--- config.mk ---
export PLATFORM = sky130hd
export DESIGN_NAME = adc_uart_top
export DESIGN_NICKNAME = d
export VERILOG_FILES = /design/src/hdl/adc_pkg.sv /design/src/hdl/adc_uart_top.sv /design/src/hdl/readout_controller.sv /design/src/hdl/uart_tx.sv /design/src/hdl/uart_rx.sv /design/src/hdl/adc_spi_capture.sv /design/src/hdl/spi_frame_timer.sv
export SDC_FILE = /design/constraint.sdc
export NUM_CORES = 1
export LEC_CHECK = 0
export BUFFER_PORTS_ARGS = -buffer_cell sky130_fd_sc_hd__buf_2
export CORE_ASPECT_RATIO = 0.7
export CORE_MARGIN = 1.5
export CORE_UTILIZATION = 39
export DETAILED_ROUTE_END_ITERATION = 10
export RECOVER_POWER = 50
export SYNTH_ARGS = -nofsm -noshare
export SYNTH_HDL_FRONTEND = slang
export SYNTH_SLANG_ARGS = --single-unit
--- constraint.sdc ---
create_clock -name clk -period 2.1 [get_ports clk]
set_input_delay 0.315 -clock clk [delete_from_list [all_inputs] [get_ports clk]]
set_output_delay 0.315 -clock clk [all_outputs]
set_load 0.01 [all_outputs]
--- src/hdl/adc_pkg.sv ---
// Shared rate constants, command codes and the sample and reply types of the ADC readout.
package adc_pkg;

    // sample format of the serial ADCs.
    localparam int sample_width = 10;
    localparam int num_channels = 4;

    // SPI frame timing, in clk cycles and serial clock periods.
    localparam int spi_half_period = 4;
    localparam int spi_frame_bits = 16;
    localparam int spi_gap_cycles = 16;

    // frame bits 4 to 13 carry the sample MSB first.
    localparam int spi_lead_bits = 4;

    // UART bit period in clk cycles.
    localparam int clks_per_bit = 16;

    // 'A' to 'D' read channels 0 to 3, anything else gets '?'.
    localparam logic [7:0] cmd_read_base = 8'h41;
    localparam logic [7:0] reply_error = 8'h3f;

    typedef logic [sample_width-1:0] sample_t;

    // latest sample of every channel, ch0 in the low bits.
    typedef struct packed {
        sample_t ch3;
        sample_t ch2;
        sample_t ch1;
        sample_t ch0;
    } sample_bank_t;

    // frozen answer to one read command.
    typedef struct packed {
        logic [1:0] channel;
        sample_t    value;
    } reply_t;

endpackage
--- src/hdl/adc_uart_top.sv ---
// Top level of the four-channel ADC readout with SPI capture and UART command interface.
module adc_uart_top import adc_pkg::*; (
    input  logic                    clk,
    input  logic                    reset_b,
    input  logic [num_channels-1:0] adc_sdata,
    output logic                    cs,
    output logic                    sclk,
    input  logic                    rx,
    output logic                    tx
);

    logic                         bit_strobe;
    logic                         frame_done;
    sample_t [num_channels-1:0]   samples;
    sample_bank_t                 bank;
    logic [7:0]                   rx_byte;
    logic                         rx_valid;
    logic [7:0]                   tx_byte;
    logic                         tx_start;
    logic                         tx_ready;

    spi_frame_timer i_spi_frame_timer (
        .clk        (clk),
        .reset_b    (reset_b),
        .cs         (cs),
        .sclk       (sclk),
        .bit_strobe (bit_strobe),
        .frame_done (frame_done)
    );

    // all channels share one chip select and serial clock.
    for (genvar ch = 0; ch < num_channels; ch++) begin : g_capture
        adc_spi_capture i_adc_spi_capture (
            .clk        (clk),
            .reset_b    (reset_b),
            .sdata      (adc_sdata[ch]),
            .bit_strobe (bit_strobe),
            .frame_done (frame_done),
            .sample     (samples[ch])
        );
    end

    // element 0 lands in ch0 at the bottom of the bank.
    assign bank = sample_bank_t'(samples);

    uart_rx i_uart_rx (
        .clk      (clk),
        .reset_b  (reset_b),
        .rx       (rx),
        .rx_byte  (rx_byte),
        .rx_valid (rx_valid)
    );

    readout_controller i_readout_controller (
        .clk      (clk),
        .reset_b  (reset_b),
        .bank     (bank),
        .rx_byte  (rx_byte),
        .rx_valid (rx_valid),
        .tx_ready (tx_ready),
        .tx_byte  (tx_byte),
        .tx_start (tx_start)
    );

    uart_tx i_uart_tx (
        .clk      (clk),
        .reset_b  (reset_b),
        .tx_byte  (tx_byte),
        .tx_start (tx_start),
        .tx       (tx),
        .tx_ready (tx_ready)
    );

endmodule

--- src/hdl/readout_controller.sv ---
// Readout controller that decodes host commands and sends the frozen sample as two bytes.
module readout_controller import adc_pkg::*; (
    input  logic         clk,
    input  logic         reset_b,
    input  sample_bank_t bank,
    input  logic [7:0]   rx_byte,
    input  logic         rx_valid,
    input  logic         tx_ready,
    output logic [7:0]   tx_byte,
    output logic         tx_start
);

    typedef enum logic [2:0] {
        idle,
        send_high,
        wait_ready,
        send_low,
        send_error
    } state_t;

    state_t     state;
    reply_t     reply;
    logic [7:0] cmd_offset;
    logic       cmd_valid;
    sample_t    selected;

    // commands below the base wrap to large offsets and fail the range check.
    assign cmd_offset = rx_byte - cmd_read_base;
    assign cmd_valid  = (cmd_offset < 8'(num_channels));

    always_comb begin
        case (cmd_offset[1:0])
            2'd0:    selected = bank.ch0;
            2'd1:    selected = bank.ch1;
            2'd2:    selected = bank.ch2;
            default: selected = bank.ch3;
        endcase
    end

    // commands are only taken in idle, so a busy controller drops them.
    always_ff @(posedge clk or negedge reset_b) begin
        if (!reset_b) begin
            state <= idle;
        end else begin
            case (state)
                idle: begin
                    if (rx_valid) state <= cmd_valid ? send_high : send_error;
                end
                send_high: begin
                    if (tx_ready) state <= wait_ready;
                end
                wait_ready: begin
                    // the transmitter is busy with the high byte until ready returns.
                    if (tx_ready) state <= send_low;
                end
                send_low: begin
                    if (tx_ready) state <= idle;
                end
                send_error: begin
                    if (tx_ready) state <= idle;
                end
                default: state <= idle;
            endcase
        end
    end

    // freeze the sample so a new frame cannot split the reply.
    always_ff @(posedge clk) begin
        if (state == idle && rx_valid && cmd_valid) begin
            reply.channel <= cmd_offset[1:0];
            reply.value   <= selected;
        end
    end

    always_comb begin
        tx_start = 1'b0;
        tx_byte  = reply_error;
        case (state)
            send_high: begin
                tx_start = tx_ready;
                tx_byte  = {reply.channel, 4'b0000, reply.value[sample_width-1 -: 2]};
            end
            send_low: begin
                tx_start = tx_ready;
                tx_byte  = reply.value[7:0];
            end
            send_error: begin
                tx_start = tx_ready;
            end
            default: tx_start = 1'b0;
        endcase
    end

endmodule

--- src/hdl/uart_tx.sv ---
// 8N1 UART transmitter with a start strobe and an idle ready level.
module uart_tx import adc_pkg::*; (
    input  logic       clk,
    input  logic       reset_b,
    input  logic [7:0] tx_byte,
    input  logic       tx_start,
    output logic       tx,
    output logic       tx_ready
);

    logic                            busy;
    logic [$clog2(clks_per_bit)-1:0] clk_cnt;
    logic [3:0]                      bit_cnt;
    logic [8:0]                      frame;
    logic                            load;
    logic                            bit_end;
    logic                            shift_tick;

    assign tx_ready   = !busy;
    assign load       = tx_start && !busy;
    assign bit_end    = busy && (clk_cnt == clks_per_bit - 1);
    // bit_cnt 0 is the start bit and 9 the stop bit.
    assign shift_tick = bit_end && (bit_cnt != 4'd9);

    always_ff @(posedge clk or negedge reset_b) begin
        if (!reset_b) begin
            busy    <= 1'b0;
            clk_cnt <= '0;
            bit_cnt <= '0;
            tx      <= 1'b1;
        end else if (load) begin
            busy    <= 1'b1;
            clk_cnt <= '0;
            bit_cnt <= '0;
            tx      <= 1'b0;
        end else if (busy) begin
            if (bit_end) begin
                clk_cnt <= '0;
                if (bit_cnt == 4'd9) begin
                    busy <= 1'b0;
                end else begin
                    tx      <= frame[0];
                    bit_cnt <= bit_cnt + 1'b1;
                end
            end else begin
                clk_cnt <= clk_cnt + 1'b1;
            end
        end
    end

    // the stop bit rides above the data and ones fill in behind it.
    always_ff @(posedge clk) begin
        if (load) begin
            frame <= {1'b1, tx_byte};
        end else if (shift_tick) begin
            frame <= {1'b1, frame[8:1]};
        end
    end

endmodule

--- src/hdl/uart_rx.sv ---
// 8N1 UART receiver with input synchronizer, mid-bit sampling and a byte strobe.
module uart_rx import adc_pkg::*; (
    input  logic       clk,
    input  logic       reset_b,
    input  logic       rx,
    output logic [7:0] rx_byte,
    output logic       rx_valid
);

    typedef enum logic [1:0] {
        rx_idle,
        rx_start,
        rx_data,
        rx_stop
    } rx_state_t;

    rx_state_t                       state;
    logic                            rx_meta;
    logic                            rx_s;
    logic [$clog2(clks_per_bit)-1:0] clk_cnt;
    logic [2:0]                      bit_idx;
    logic [7:0]                      shift_reg;
    logic                            bit_end;
    logic                            data_tick;
    logic                            stop_tick;

    assign bit_end   = (clk_cnt == clks_per_bit - 1);
    assign data_tick = (state == rx_data) && bit_end;
    assign stop_tick = (state == rx_stop) && bit_end;

    always_ff @(posedge clk or negedge reset_b) begin
        if (!reset_b) begin
            rx_meta <= 1'b1;
            rx_s    <= 1'b1;
        end else begin
            rx_meta <= rx;
            rx_s    <= rx_meta;
        end
    end

    always_ff @(posedge clk or negedge reset_b) begin
        if (!reset_b) begin
            state    <= rx_idle;
            clk_cnt  <= '0;
            bit_idx  <= '0;
            rx_valid <= 1'b0;
        end else begin
            rx_valid <= 1'b0;
            clk_cnt  <= clk_cnt + 1'b1;
            case (state)
                rx_idle: begin
                    clk_cnt <= '0;
                    if (!rx_s) state <= rx_start;
                end
                rx_start: begin
                    // recheck in the middle of the start bit to reject glitches.
                    if (clk_cnt == clks_per_bit / 2 - 1) begin
                        clk_cnt <= '0;
                        bit_idx <= '0;
                        state   <= rx_s ? rx_idle : rx_data;
                    end
                end
                rx_data: begin
                    if (bit_end) begin
                        bit_idx <= bit_idx + 1'b1;
                        if (bit_idx == 3'd7) state <= rx_stop;
                    end
                end
                rx_stop: begin
                    // a low stop bit means a framing error, and the byte is dropped.
                    if (bit_end) begin
                        rx_valid <= rx_s;
                        state    <= rx_idle;
                    end
                end
                default: state <= rx_idle;
            endcase
        end
    end

    // data arrives LSB first.
    always_ff @(posedge clk) begin
        if (data_tick) shift_reg <= {rx_s, shift_reg[7:1]};
        if (stop_tick && rx_s) rx_byte <= shift_reg;
    end

endmodule

--- src/hdl/adc_spi_capture.sv ---
// Per-channel SPI capture that shifts the data line and keeps the latest 10-bit sample.
module adc_spi_capture import adc_pkg::*; (
    input  logic    clk,
    input  logic    reset_b,
    input  logic    sdata,
    input  logic    bit_strobe,
    input  logic    frame_done,
    output sample_t sample
);

    logic [spi_frame_bits-1:0] shift_reg;

    // the first frame bit ends up in the MSB after a full frame.
    always_ff @(posedge clk) begin
        if (bit_strobe) begin
            shift_reg <= {shift_reg[spi_frame_bits-2:0], sdata};
        end
    end

    // the sample field sits below the leading zeros, the two trailing bits are dropped.
    always_ff @(posedge clk or negedge reset_b) begin
        if (!reset_b) begin
            sample <= '0;
        end else if (frame_done) begin
            sample <= shift_reg[spi_frame_bits-spi_lead_bits-1 -: sample_width];
        end
    end

endmodule

--- src/hdl/spi_frame_timer.sv ---
// SPI frame timer producing chip select, serial clock, bit strobe and frame end pulse.
module spi_frame_timer import adc_pkg::*; (
    input  logic clk,
    input  logic reset_b,
    output logic cs,
    output logic sclk,
    output logic bit_strobe,
    output logic frame_done
);

    logic                               in_gap;
    logic [$clog2(spi_gap_cycles)-1:0]  gap_cnt;
    logic [$clog2(spi_half_period)-1:0] half_cnt;
    logic [$clog2(spi_frame_bits)-1:0]  bit_cnt;

    // a frame is a gap with cs high followed by 16 serial clock periods with cs low.
    always_ff @(posedge clk or negedge reset_b) begin
        if (!reset_b) begin
            in_gap     <= 1'b1;
            gap_cnt    <= '0;
            half_cnt   <= '0;
            bit_cnt    <= '0;
            cs         <= 1'b1;
            sclk       <= 1'b0;
            bit_strobe <= 1'b0;
            frame_done <= 1'b0;
        end else begin
            bit_strobe <= 1'b0;
            frame_done <= 1'b0;
            if (in_gap) begin
                if (gap_cnt == spi_gap_cycles - 1) begin
                    gap_cnt <= '0;
                    in_gap  <= 1'b0;
                    cs      <= 1'b0;
                end else begin
                    gap_cnt <= gap_cnt + 1'b1;
                end
            end else if (half_cnt == spi_half_period - 1) begin
                half_cnt <= '0;
                sclk     <= ~sclk;
                if (!sclk) begin
                    // rising edge of the serial clock.
                    bit_strobe <= 1'b1;
                end else if (bit_cnt == spi_frame_bits - 1) begin
                    // last falling edge, so sclk and cs change together.
                    bit_cnt    <= '0;
                    in_gap     <= 1'b1;
                    cs         <= 1'b1;
                    frame_done <= 1'b1;
                end else begin
                    bit_cnt <= bit_cnt + 1'b1;
                end
            end else begin
                half_cnt <= half_cnt + 1'b1;
            end
        end
    end

endmodule

# After elaboration in Yosys (flattened, before gate mapping)
# Cells that the tools add are included.
[word_totals]
ff_bits = 164
word_cells = 157
[classes]
add_sub_neg = 8
order_cmp = 1
n_eq_ne = 29
mux = 57
n_bitwise = 2
n_reduce_logical = 28
[ops]
columns = ["operator", "n"]
rows = [
  ["$mux W4", 10],
  ["$pmux W10 S3", 1],
  ["$mux W1", 25],
  ["$mux W3", 7],
  ["$add A4 B1 Y4 const B", 5],
  ["$eq A4 B4 Y1 const B", 5],
  ["$mux W8", 2],
  ["$pmux W8 S2", 1],
  ["$mux W2", 7],
  ["$ne A2 B2 Y1 const B", 7],
  ["$reduce_bool A2 Y1", 7],
  ["$pmux W3 S4", 1],
  ["$reduce_and A3 Y1", 3],
  ["$eq A2 B2 Y1 const B", 4],
  ["$logic_and A1 B1 Y1", 8],
  ["$lt A8 B3 Y1 const B", 1],
  ["$ne A2 B1 Y1 const B", 4],
  ["$pmux W2 S4", 1],
  ["$pmux W4 S2", 1],
  ["$reduce_and A4 Y1", 2],
  ["$sub A8 B7 Y8 const B", 1],
  ["$eq A3 B2 Y1 const B", 2],
  ["$eq A3 B3 Y1 const B", 2],
  ["$pmux W3 S2", 1],
  ["14 further kinds", 17],
]

# Longest topological paths before layout
# Gate-level depths: netlist of run 1.
[logic_depth]
word_depth = 6
depth_mapped = 6
ltp_nobuf = 6

# Hierarchy
# A second synthesis of run 1 with hierarchy kept.
[hier_totals]
hier_cells = 436
hier_area_um2 = 6633.9
[by_module_without_submodules]
columns = ["module", "n_inst", "cells_each", "area_per_inst_um2"]
rows = [
  ["adc_spi_capture", 4, 33, 772.0],
  ["uart_rx", 1, 71, 1064.8],
  ["readout_controller", 1, 94, 979.7],
  ["uart_tx", 1, 81, 858.3],
  ["spi_frame_timer", 1, 58, 643.1],
]

# Worst setup path before layout of run 1
# OpenSTA, ideal clock, no wires.
[synth_path]
path_type = "reg-to-reg"
startpoint = "reg i_readout_controller.state[0]"
endpoint = "reg i_readout_controller.reply[0] (netlist bit), enable pin"
setup_time_ns = 0.380
arrival_ns = 1.633
required_time_ns = 1.720
path_slack_ns = 0.087
stages_incl_launch_ff = 4
n_path_buf = 1
synth_period_minus_slack_ns = 2.013
path_cell_list = "dfrtp_1 -> buf_6 -> or4b_4 -> nor3_2"
[synth_between]
elab_chain_cells = 3
[synth_rtl]
columns = ["element", "line", "source"]
rows = [
  ["from (decl)", "readout_controller.sv:21", "state_t state;"],
  ["from (signal assigned)", "readout_controller.sv:43", "state <= idle;"],
  ["from (signal assigned)", "readout_controller.sv:47", "if (rx_valid) state <= cmd_valid ? send_high : send_error;"],
  ["from (signal assigned)", "readout_controller.sv:50", "if (tx_ready) state <= wait_ready;"],
  ["$logic_not A3 Y1", "readout_controller.sv:69", "if (state == idle && rx_valid && cmd_valid) begin"],
  ["$logic_and A1 B1 Y1 (2 in a row)", "readout_controller.sv:69", ""],
  ["to (decl)", "readout_controller.sv:22", "reply_t reply;"],
]
# No other way between the ends.
# A chain may end at the register's enable or synchronous reset.

# Worst setup path in the final report of run 1
[layout_path]
startpoint = "reg i_uart_rx.state[0]"
endpoint = "reg i_uart_rx.bit_idx[0]"
[layout_between]
elab_chain_cells = 3
elab_cells_between_ends = 7
[layout_rtl]
columns = ["element", "line", "source"]
rows = [
  ["from (decl)", "uart_rx.sv:17", "rx_state_t state;"],
  ["from (signal assigned)", "uart_rx.sv:43", "state <= rx_idle;"],
  ["from (signal assigned)", "uart_rx.sv:53", "if (!rx_s) state <= rx_start;"],
  ["from (signal assigned)", "uart_rx.sv:60", "state <= rx_s ? rx_idle : rx_data;"],
  ["$eq A2 B2 Y1 or $eq A2 B1 Y1 (tied branches)", "uart_rx.sv:50", "case (state)"],
  ["$ne A2 B1 Y1 (no line) or $reduce_bool A2 Y1 (tied branches)", "--", ""],
  ["$reduce_and A3 Y1 (no line)", "--", ""],
  ["to (signal assigned)", "uart_rx.sv:65", "bit_idx <= bit_idx + 1'b1;"],
  ["to (decl)", "uart_rx.sv:21", "logic [2:0] bit_idx;"],
]
# Parallel ways exist; a longest one is shown, timed or not.

==> results of run 1 <==
==> Yosys cell counts, types with 5 or more instances <==
cell      instances  share of area, %
a21oi_1           8              0.62
a222oi_1         11               1.7
clkbuf_1          9              0.52
dfrtp_1          75                29
dfstp_2           5               2.0
edfxtp_1         84                39
ha_1             17               3.3
inv_1            26               1.5
mux2_2           34               5.9
mux2i_1          16               2.5
nand2_1          25               1.5
nand2b_1          5              0.49
nand3_1           6              0.47
nor2_1           27               1.6
o21ai_0          24               1.9
xnor2_1           7              0.95
==> cell families (layout without fill, tap and decap cells) <==
| kind of cell | after synthesis | after routing | share of synthesized area, % |
|---|---|---|---|
| and+or+nand+nor | 86 | 86 | 6.78 |
| muxes | 51 | 51 | 8.60 |
| buffers and inverters | 42 | 81 | 2.64 |
| adders and majority gates | 17 | 17 | 3.30 |
| DFF | 164 | 164 | 70.3 |
| xor gates and xnor gates | 11 | 11 | 1.50 |
| AOI/OAI and AO/OA | 63 | 63 | 6.87 |
==> routing by layer <==
| metal | GRT usage (%) | wire length, microns | vias up |
|---|---|---|---|
| met4 | 4.38 | 114 | 0 |
| li1 | - | - | 1638 |
| met3 | 4.00 | 504 | 9 |
| met1 | 19.4 | 5220 | 1700 |
| met2 | 18.6 | 4460 | 65 |
| met5 | 0 | 0 | - |
==> worst paths after layout <==
kind	slack [ps]	to	depth (start not counted)
min reg2reg	370	i_uart_rx.rx_s	0
min	70	g_capture[0].i_adc_spi_capture.shift_reg[0]	1
max reg2reg	220	i_uart_rx.bit_idx[0]	6
max in group asynchronous	410	g_capture[3].i_adc_spi_capture.sample[6]	3
max	220	i_uart_rx.bit_idx[0]	6
min in group asynchronous	520	g_capture[3].i_adc_spi_capture.sample[4]	2
==> worst max-delay path: stages, from the launching register on <==
cell and delay, ps:
dfrtp_1 430, inv_1 90, ha_1 290, mux2_2 300, o22ai_2 150, nand2_1 160
mux2_1 340
==> power by group through the flow <==
| stage | clock, mW | sequential [mW] | combinational [mW] |
|---|---|---|---|
| after floorplan | 0 | 3.70 | 0.647 |
| after global placement | 0 | 3.75 | 0.767 |
| after detailed placement | 0 | 3.76 | 0.798 |
| after CTS | 3.19 | 3.69 | 0.803 |
| after global routing | 3.32 | 3.72 | 0.913 |
| final | 3.11 | 3.69 | 0.795 |
==> final cells by class <==
class	instances	share of cell area (%)
clock buffers	18	5.81
clock inverters	14	2.22
inverters	26	1.32
multi-input cells	228	23.6
flip-flops and latches	164	61.3
well taps	225	3.81
repair buffers	23	1.95
==> through the flow <==
stage	worst slack, ps	utilization (%)	cells	total power, mW	hold slack, ps
3_3_place_gp	342	42.0	664	4.51	284
4_1_cts	220	45.8	698	7.68	48.0
5_1_grt	87.9	45.5	698	7.95	42.5
6_report	222	45.5	698	7.60	65.2
2_1_floorplan	86.8	-	434	4.34	19.4
3_5_place_dp	230	42.0	664	4.55	291
==> results.md, run 1 <==
* DR pass1 iterations at 5
* Share of cells above drive strength 1 at 20.5%
* Seq pwr share at 48.6%
* DRC Markers at 0
* Most used flip-flop cell after synthesis: edfxtp_1
* Global-route wire length before repair at 17700 microns
* Startpoint types: flop
* Fillers at 1432
* Initial Util at 39.7%
* Post-synth EDFFs at 84
* CTS H-tree lvls at 4
* GRT Util Overall at 13.2%
* Postcts setup bufs at 0
* Outcome: complete, no violations
* Crit path from: i_uart_rx.state[0]
* Routed WL per cell at 14.8 microns
* CTS Buf Count at 17
* Hold Startpoint: adc_sdata[0]
* Logic pwr share at 10.5%
* CTS Buffer Depth at 2
* Achievable Freq at 533 MHz
* Rel. slew slack at 16.0%
* Largest net degree at the start of global routing at 51
* P_sw at 1.92 mW
* CTS tree: yes
* WP data required at 2400 ps
* Placement-stage cell area at 0.00683 sq mm
* Die Ht at 111 microns
* Post-synthesis sequential element count at 164
* Die ar. at 0.0173 sq mm
* Clock share of power at 40.9%
* Commonest cells after routing, fill and taps aside: 84 x edfxtp_1, 74 x dfrtp_1, 34 x mux2_2
* Post-Syn Area per Cell at 14.8 sq um
* Async SR Flop Fraction at 48.8%
* Routed WL at 10300 microns
* Path type of the worst setup path: reg -> reg
* Area Overhead vs Synth at 14.7%
* # port buffers at 9
* PD cells at 1030 mW/mm^2
* Maximum VDD drop at 0.518 mV
* # nets final at 484
* Post-DP HPWL at 6700 microns
* Vias/cell at 4.89
* Clock sinks at 164
* RSZ-0062 raised after global routing: false
* Vias in the first global route at 3461
* N_diodes at 0
* Final worst clock skew at 10.3 ps
* Most common cell after layout, fill and taps aside: edfxtp_1
* Tmin final at 1880 ps
* Multi-input logic area at 0.00174 sq mm
* Int Power at 5.68 mW
* Worst skew pair latency at 420 ps
* Setup TNS at 0 ps
* Worst Path Arrival at 2180 ps
* Maxcap violations at 0
* Hold Vio Cnt, Final at 0
* Antenna-violating nets left at 0
* Initial antenna violation count at 0
* Critical path peak fanout at 7
* First DRT Iteration DRCs at 361
* FP Rows at 39
* Sw Ratio at 25.3%
* Register area at 0.00453 sq mm
* Setup-failing EPs final at 0
* Chip Width at 157 microns
* Routability Congestion at 0.797
* Count of different cell masters after synthesis at 49
* Clk Tree Root Cell: clkbuf_16
* Synth Cell Area at 0.00644 sq mm
* CTS resizes at 0
* Ports at 10
* Final Cycle Share at 89.4%
* Grt ovf at 0
* Synth warn at 0
* Vias at 3412
* Worst-margin pin slew at 1260 ps
* Worst-path clk slew at 70 ps
* Hold Crit Class: in -> reg
* Max reg flops at 48
* Final instance area at 0.00739 sq mm
* Max Slew Vio Count at 0
* Syn Nets at 458
* P_leak at 2.98 nW
* Post-CTS Hold Buffers at 2
* Register area share after synthesis at 70.3%
* Synth Instances at 434
* Core Area at 0.0162 sq mm
* Worst r2r src: i_uart_rx.state[0]
* Crit. End Element: flop
Note: power is estimated with default switching activity, not from simulation.
==> run 2: changes to the inputs <==
CELL_PAD_IN_SITES_DETAIL_PLACEMENT = 0   (was unset)
CELL_PAD_IN_SITES_GLOBAL_PLACEMENT = 1   (was unset)
PLACE_DENSITY_LB_ADDON = 0.1   (was unset)
==> results.md, run 2 (synthesized netlist as in run 1, its figures left out) <==
* Outcome: complete, no violations
* Grt ovf at 0 (unchanged)
* # nets final at 485 (+0.21%)
* Routed WL per cell at 14.9 microns (+0.79%)
* Initial Util at 39.7% (unchanged)
* DR pass1 iterations at 5 (unchanged)
* Antenna-violating nets left at 0 (unchanged)
* Rel. slew slack at 24.7% (+8.8 points)
* Commonest cells after routing, fill and taps aside: 84 x edfxtp_1, 75 x dfrtp_1, 34 x mux2_2
* Hold Vio Cnt, Final at 0 (unchanged)
* First DRT Iteration DRCs at 266 (-26%)
* Postcts setup bufs at 0 (unchanged)
* Logic pwr share at 10.7% (+0.2 points)
* Most common cell after layout, fill and taps aside: edfxtp_1
* Vias at 3368 (-1.3%)
* Ports at 10 (unchanged)
* Core Area at 0.0162 sq mm (unchanged)
* Clock sinks at 164 (unchanged)
* Share of cells above drive strength 1 at 19.6% (-0.89 points)
* GRT Util Overall at 13.6% (+0.34 points)
* Maximum VDD drop at 0.432 mV (-17%)
* Chip Width at 157 microns (unchanged)
* Max reg flops at 48 (unchanged)
* Max Slew Vio Count at 0 (unchanged)
* P_leak at 2.97 nW (-0.21%)
* Routability Congestion at 0.717 (-10%)
* Met1 GRT Util at 20.0% (+0.55 points)
* Int Power at 5.58 mW (-1.8%)
* Area Overhead vs Synth at 14.2%
* Final Power at 7.37 mW (-3.1%)
* Worst-path clk slew at 60 ps (about the same)
* Achievable Freq at 544 MHz (+2.2%)
* Critical Path Max Stage Delay at 490 ps (+60 ps)
* Initial antenna violation count at 0 (unchanged)
* N_diodes at 0 (unchanged)
* Clk Tree Root Cell: clkbuf_16
* Vias in the first global route at 3398 (-1.8%)
* GRT met2 Usage at 18.6% (-0.030 points)
* Busiest grt layer: met1
* # port buffers at 9 (unchanged)
* Maxcap violations at 0 (unchanged)
* Die Ht at 111 microns (unchanged)
* Post-DP HPWL at 6770 microns (+1.1%)
* Largest net degree at the start of global routing at 51 (unchanged)
* Final Cycle Share at 87.5% (-1.9 points)
* WP data required at 2180 ps (-220 ps)
* Crit-path slowest cell: or3b_1
* CTS Buffer Depth at 2 (unchanged)
* CTS Buf Count at 17 (unchanged)
* Hold Crit Class: in -> reg
* CP delay by family, top: simple AND/OR/NAND/NOR gates
* Tmin final at 1840 ps (-40.9 ps)
* Worst skew pair latency at 420 ps (about the same)
* Path type of the worst setup path: reg -> reg
* Final worst clock skew at 8.05 ps (-2.20 ps)
* PD cells at 1000 mW/mm^2 (-2.7%)
* Startpoint types: flop
* Die ar. at 0.0173 sq mm (unchanged)
* Met3 usage in global routing at 4.24% (+0.24 points)
* Vias/cell at 4.82 (-1.4%)
* Setup-failing EPs final at 0 (unchanged)
* Seq pwr share at 49.9% (+1.3 points)
* Worst Path Arrival at 1910 ps (-270 ps)
* Fillers at 1451 (+1.3%)
* Clock share of power at 39.3% (-1.6 points)
* RSZ-0062 raised after global routing: false
* DRC Markers at 0 (unchanged)
* Setup TNS at 0 ps (unchanged)
* P_sw at 1.79 mW (-6.8%)
* Crit. End Element: flop
* Routed WL at 10400 microns (+0.93%)
* Critical path peak fanout at 11 (+4)
* CTS tree: yes
* Sw Ratio at 24.3% (-0.98 points)
* FP Rows at 39 (unchanged)
* Post-layout util at 45.3% (-0.19 points)
* Global-route wire length before repair at 17800 microns (+0.62%)
* Critical Path, Cell by Cell: or3b_1 > a21oi_4 > nand2b_1
* Total buffers and inverters traversed by the critical path at 0 (-1)
* Worst-margin pin slew at 1130 ps (-132 ps)
* CTS H-tree lvls at 4 (unchanged)
[run 2: cell count changes in the layout (fill, tap and decap cells not counted), sizes merged]
cell	change
buf	+1
bufinv	-1
inv	-6
clkbuf	+4
clkinv	+3
[run 2: through the flow]
step / std cells / worst slack (ps) / hold slack (ps) / instance area, sq um
final: 699 / 263 / 64.6 / 7360
after global routing: 699 / 118 / 46.2 / 7360
after CTS: 699 / 251 / 49.6 / 7400
after detailed placement: 665 / 267 / 287 / 6840
after global placement: 665 / 317 / 292 / 6840
after floorplan: 434 / 86.8 / 19.4 / 6440
[run 2: worst paths after layout]
kind | startpoint | to | slack [ps] | cells past startpoint
worst min register to register | i_uart_rx.rx_meta | i_uart_rx.rx_s | 360 | 0
worst max register to register | i_readout_controller.state[0] | i_uart_tx.frame[3] | 260 | 3
max in group asynchronous | reset_b | i_uart_rx.rx_valid | 430 | 3
worst max-delay path | i_readout_controller.state[0] | i_uart_tx.frame[3] | 260 | 3
worst min-delay path | adc_sdata[0] | g_capture[0].i_adc_spi_capture.shift_reg[0] | 60 | 1
min in group asynchronous | reset_b | g_capture[1].i_adc_spi_capture.sample[5] | 510 | 2
[run 2: per-layer routing]
metal | wire length [microns] | up-vias
met3 | 373 | 11
met5 | 0 | -
met4 | 129 | 0
met2 | 4400 | 54
li1 | - | 1641
met1 | 5490 | 1662
[run 2: power by group through the flow]
stage | logic [mW] | clock network [mW] | registers, mW
2_1_floorplan | 0.647 | 0 | 3.70
3_3_place_gp | 0.796 | 0 | 3.74
3_5_place_dp | 0.809 | 0 | 3.74
4_1_cts | 0.810 | 2.98 | 3.68
5_1_grt | 0.902 | 3.10 | 3.71
6_report | 0.791 | 2.90 | 3.68
[run 2: timing repair]
action,4_1_cts,5_1_grt
gates resized for setup,0,0
hold buffers,2,0
endpoints found under the setup margin,0,0
hold endpoints to repair,26,0
[run 2: area by class of cell]
class | count | area (sq um) | area share (%)
clock buffer | 22 | 464 | 6.31
timing repair buffer | 24 | 164 | 2.23
inverter | 26 | 97.6 | 1.33
sequential | 164 | 4530 | 61.6
tap | 225 | 282 | 3.83
multi-input combinational | 228 | 1740 | 23.6
clock inverter | 10 | 83.8 | 1.14
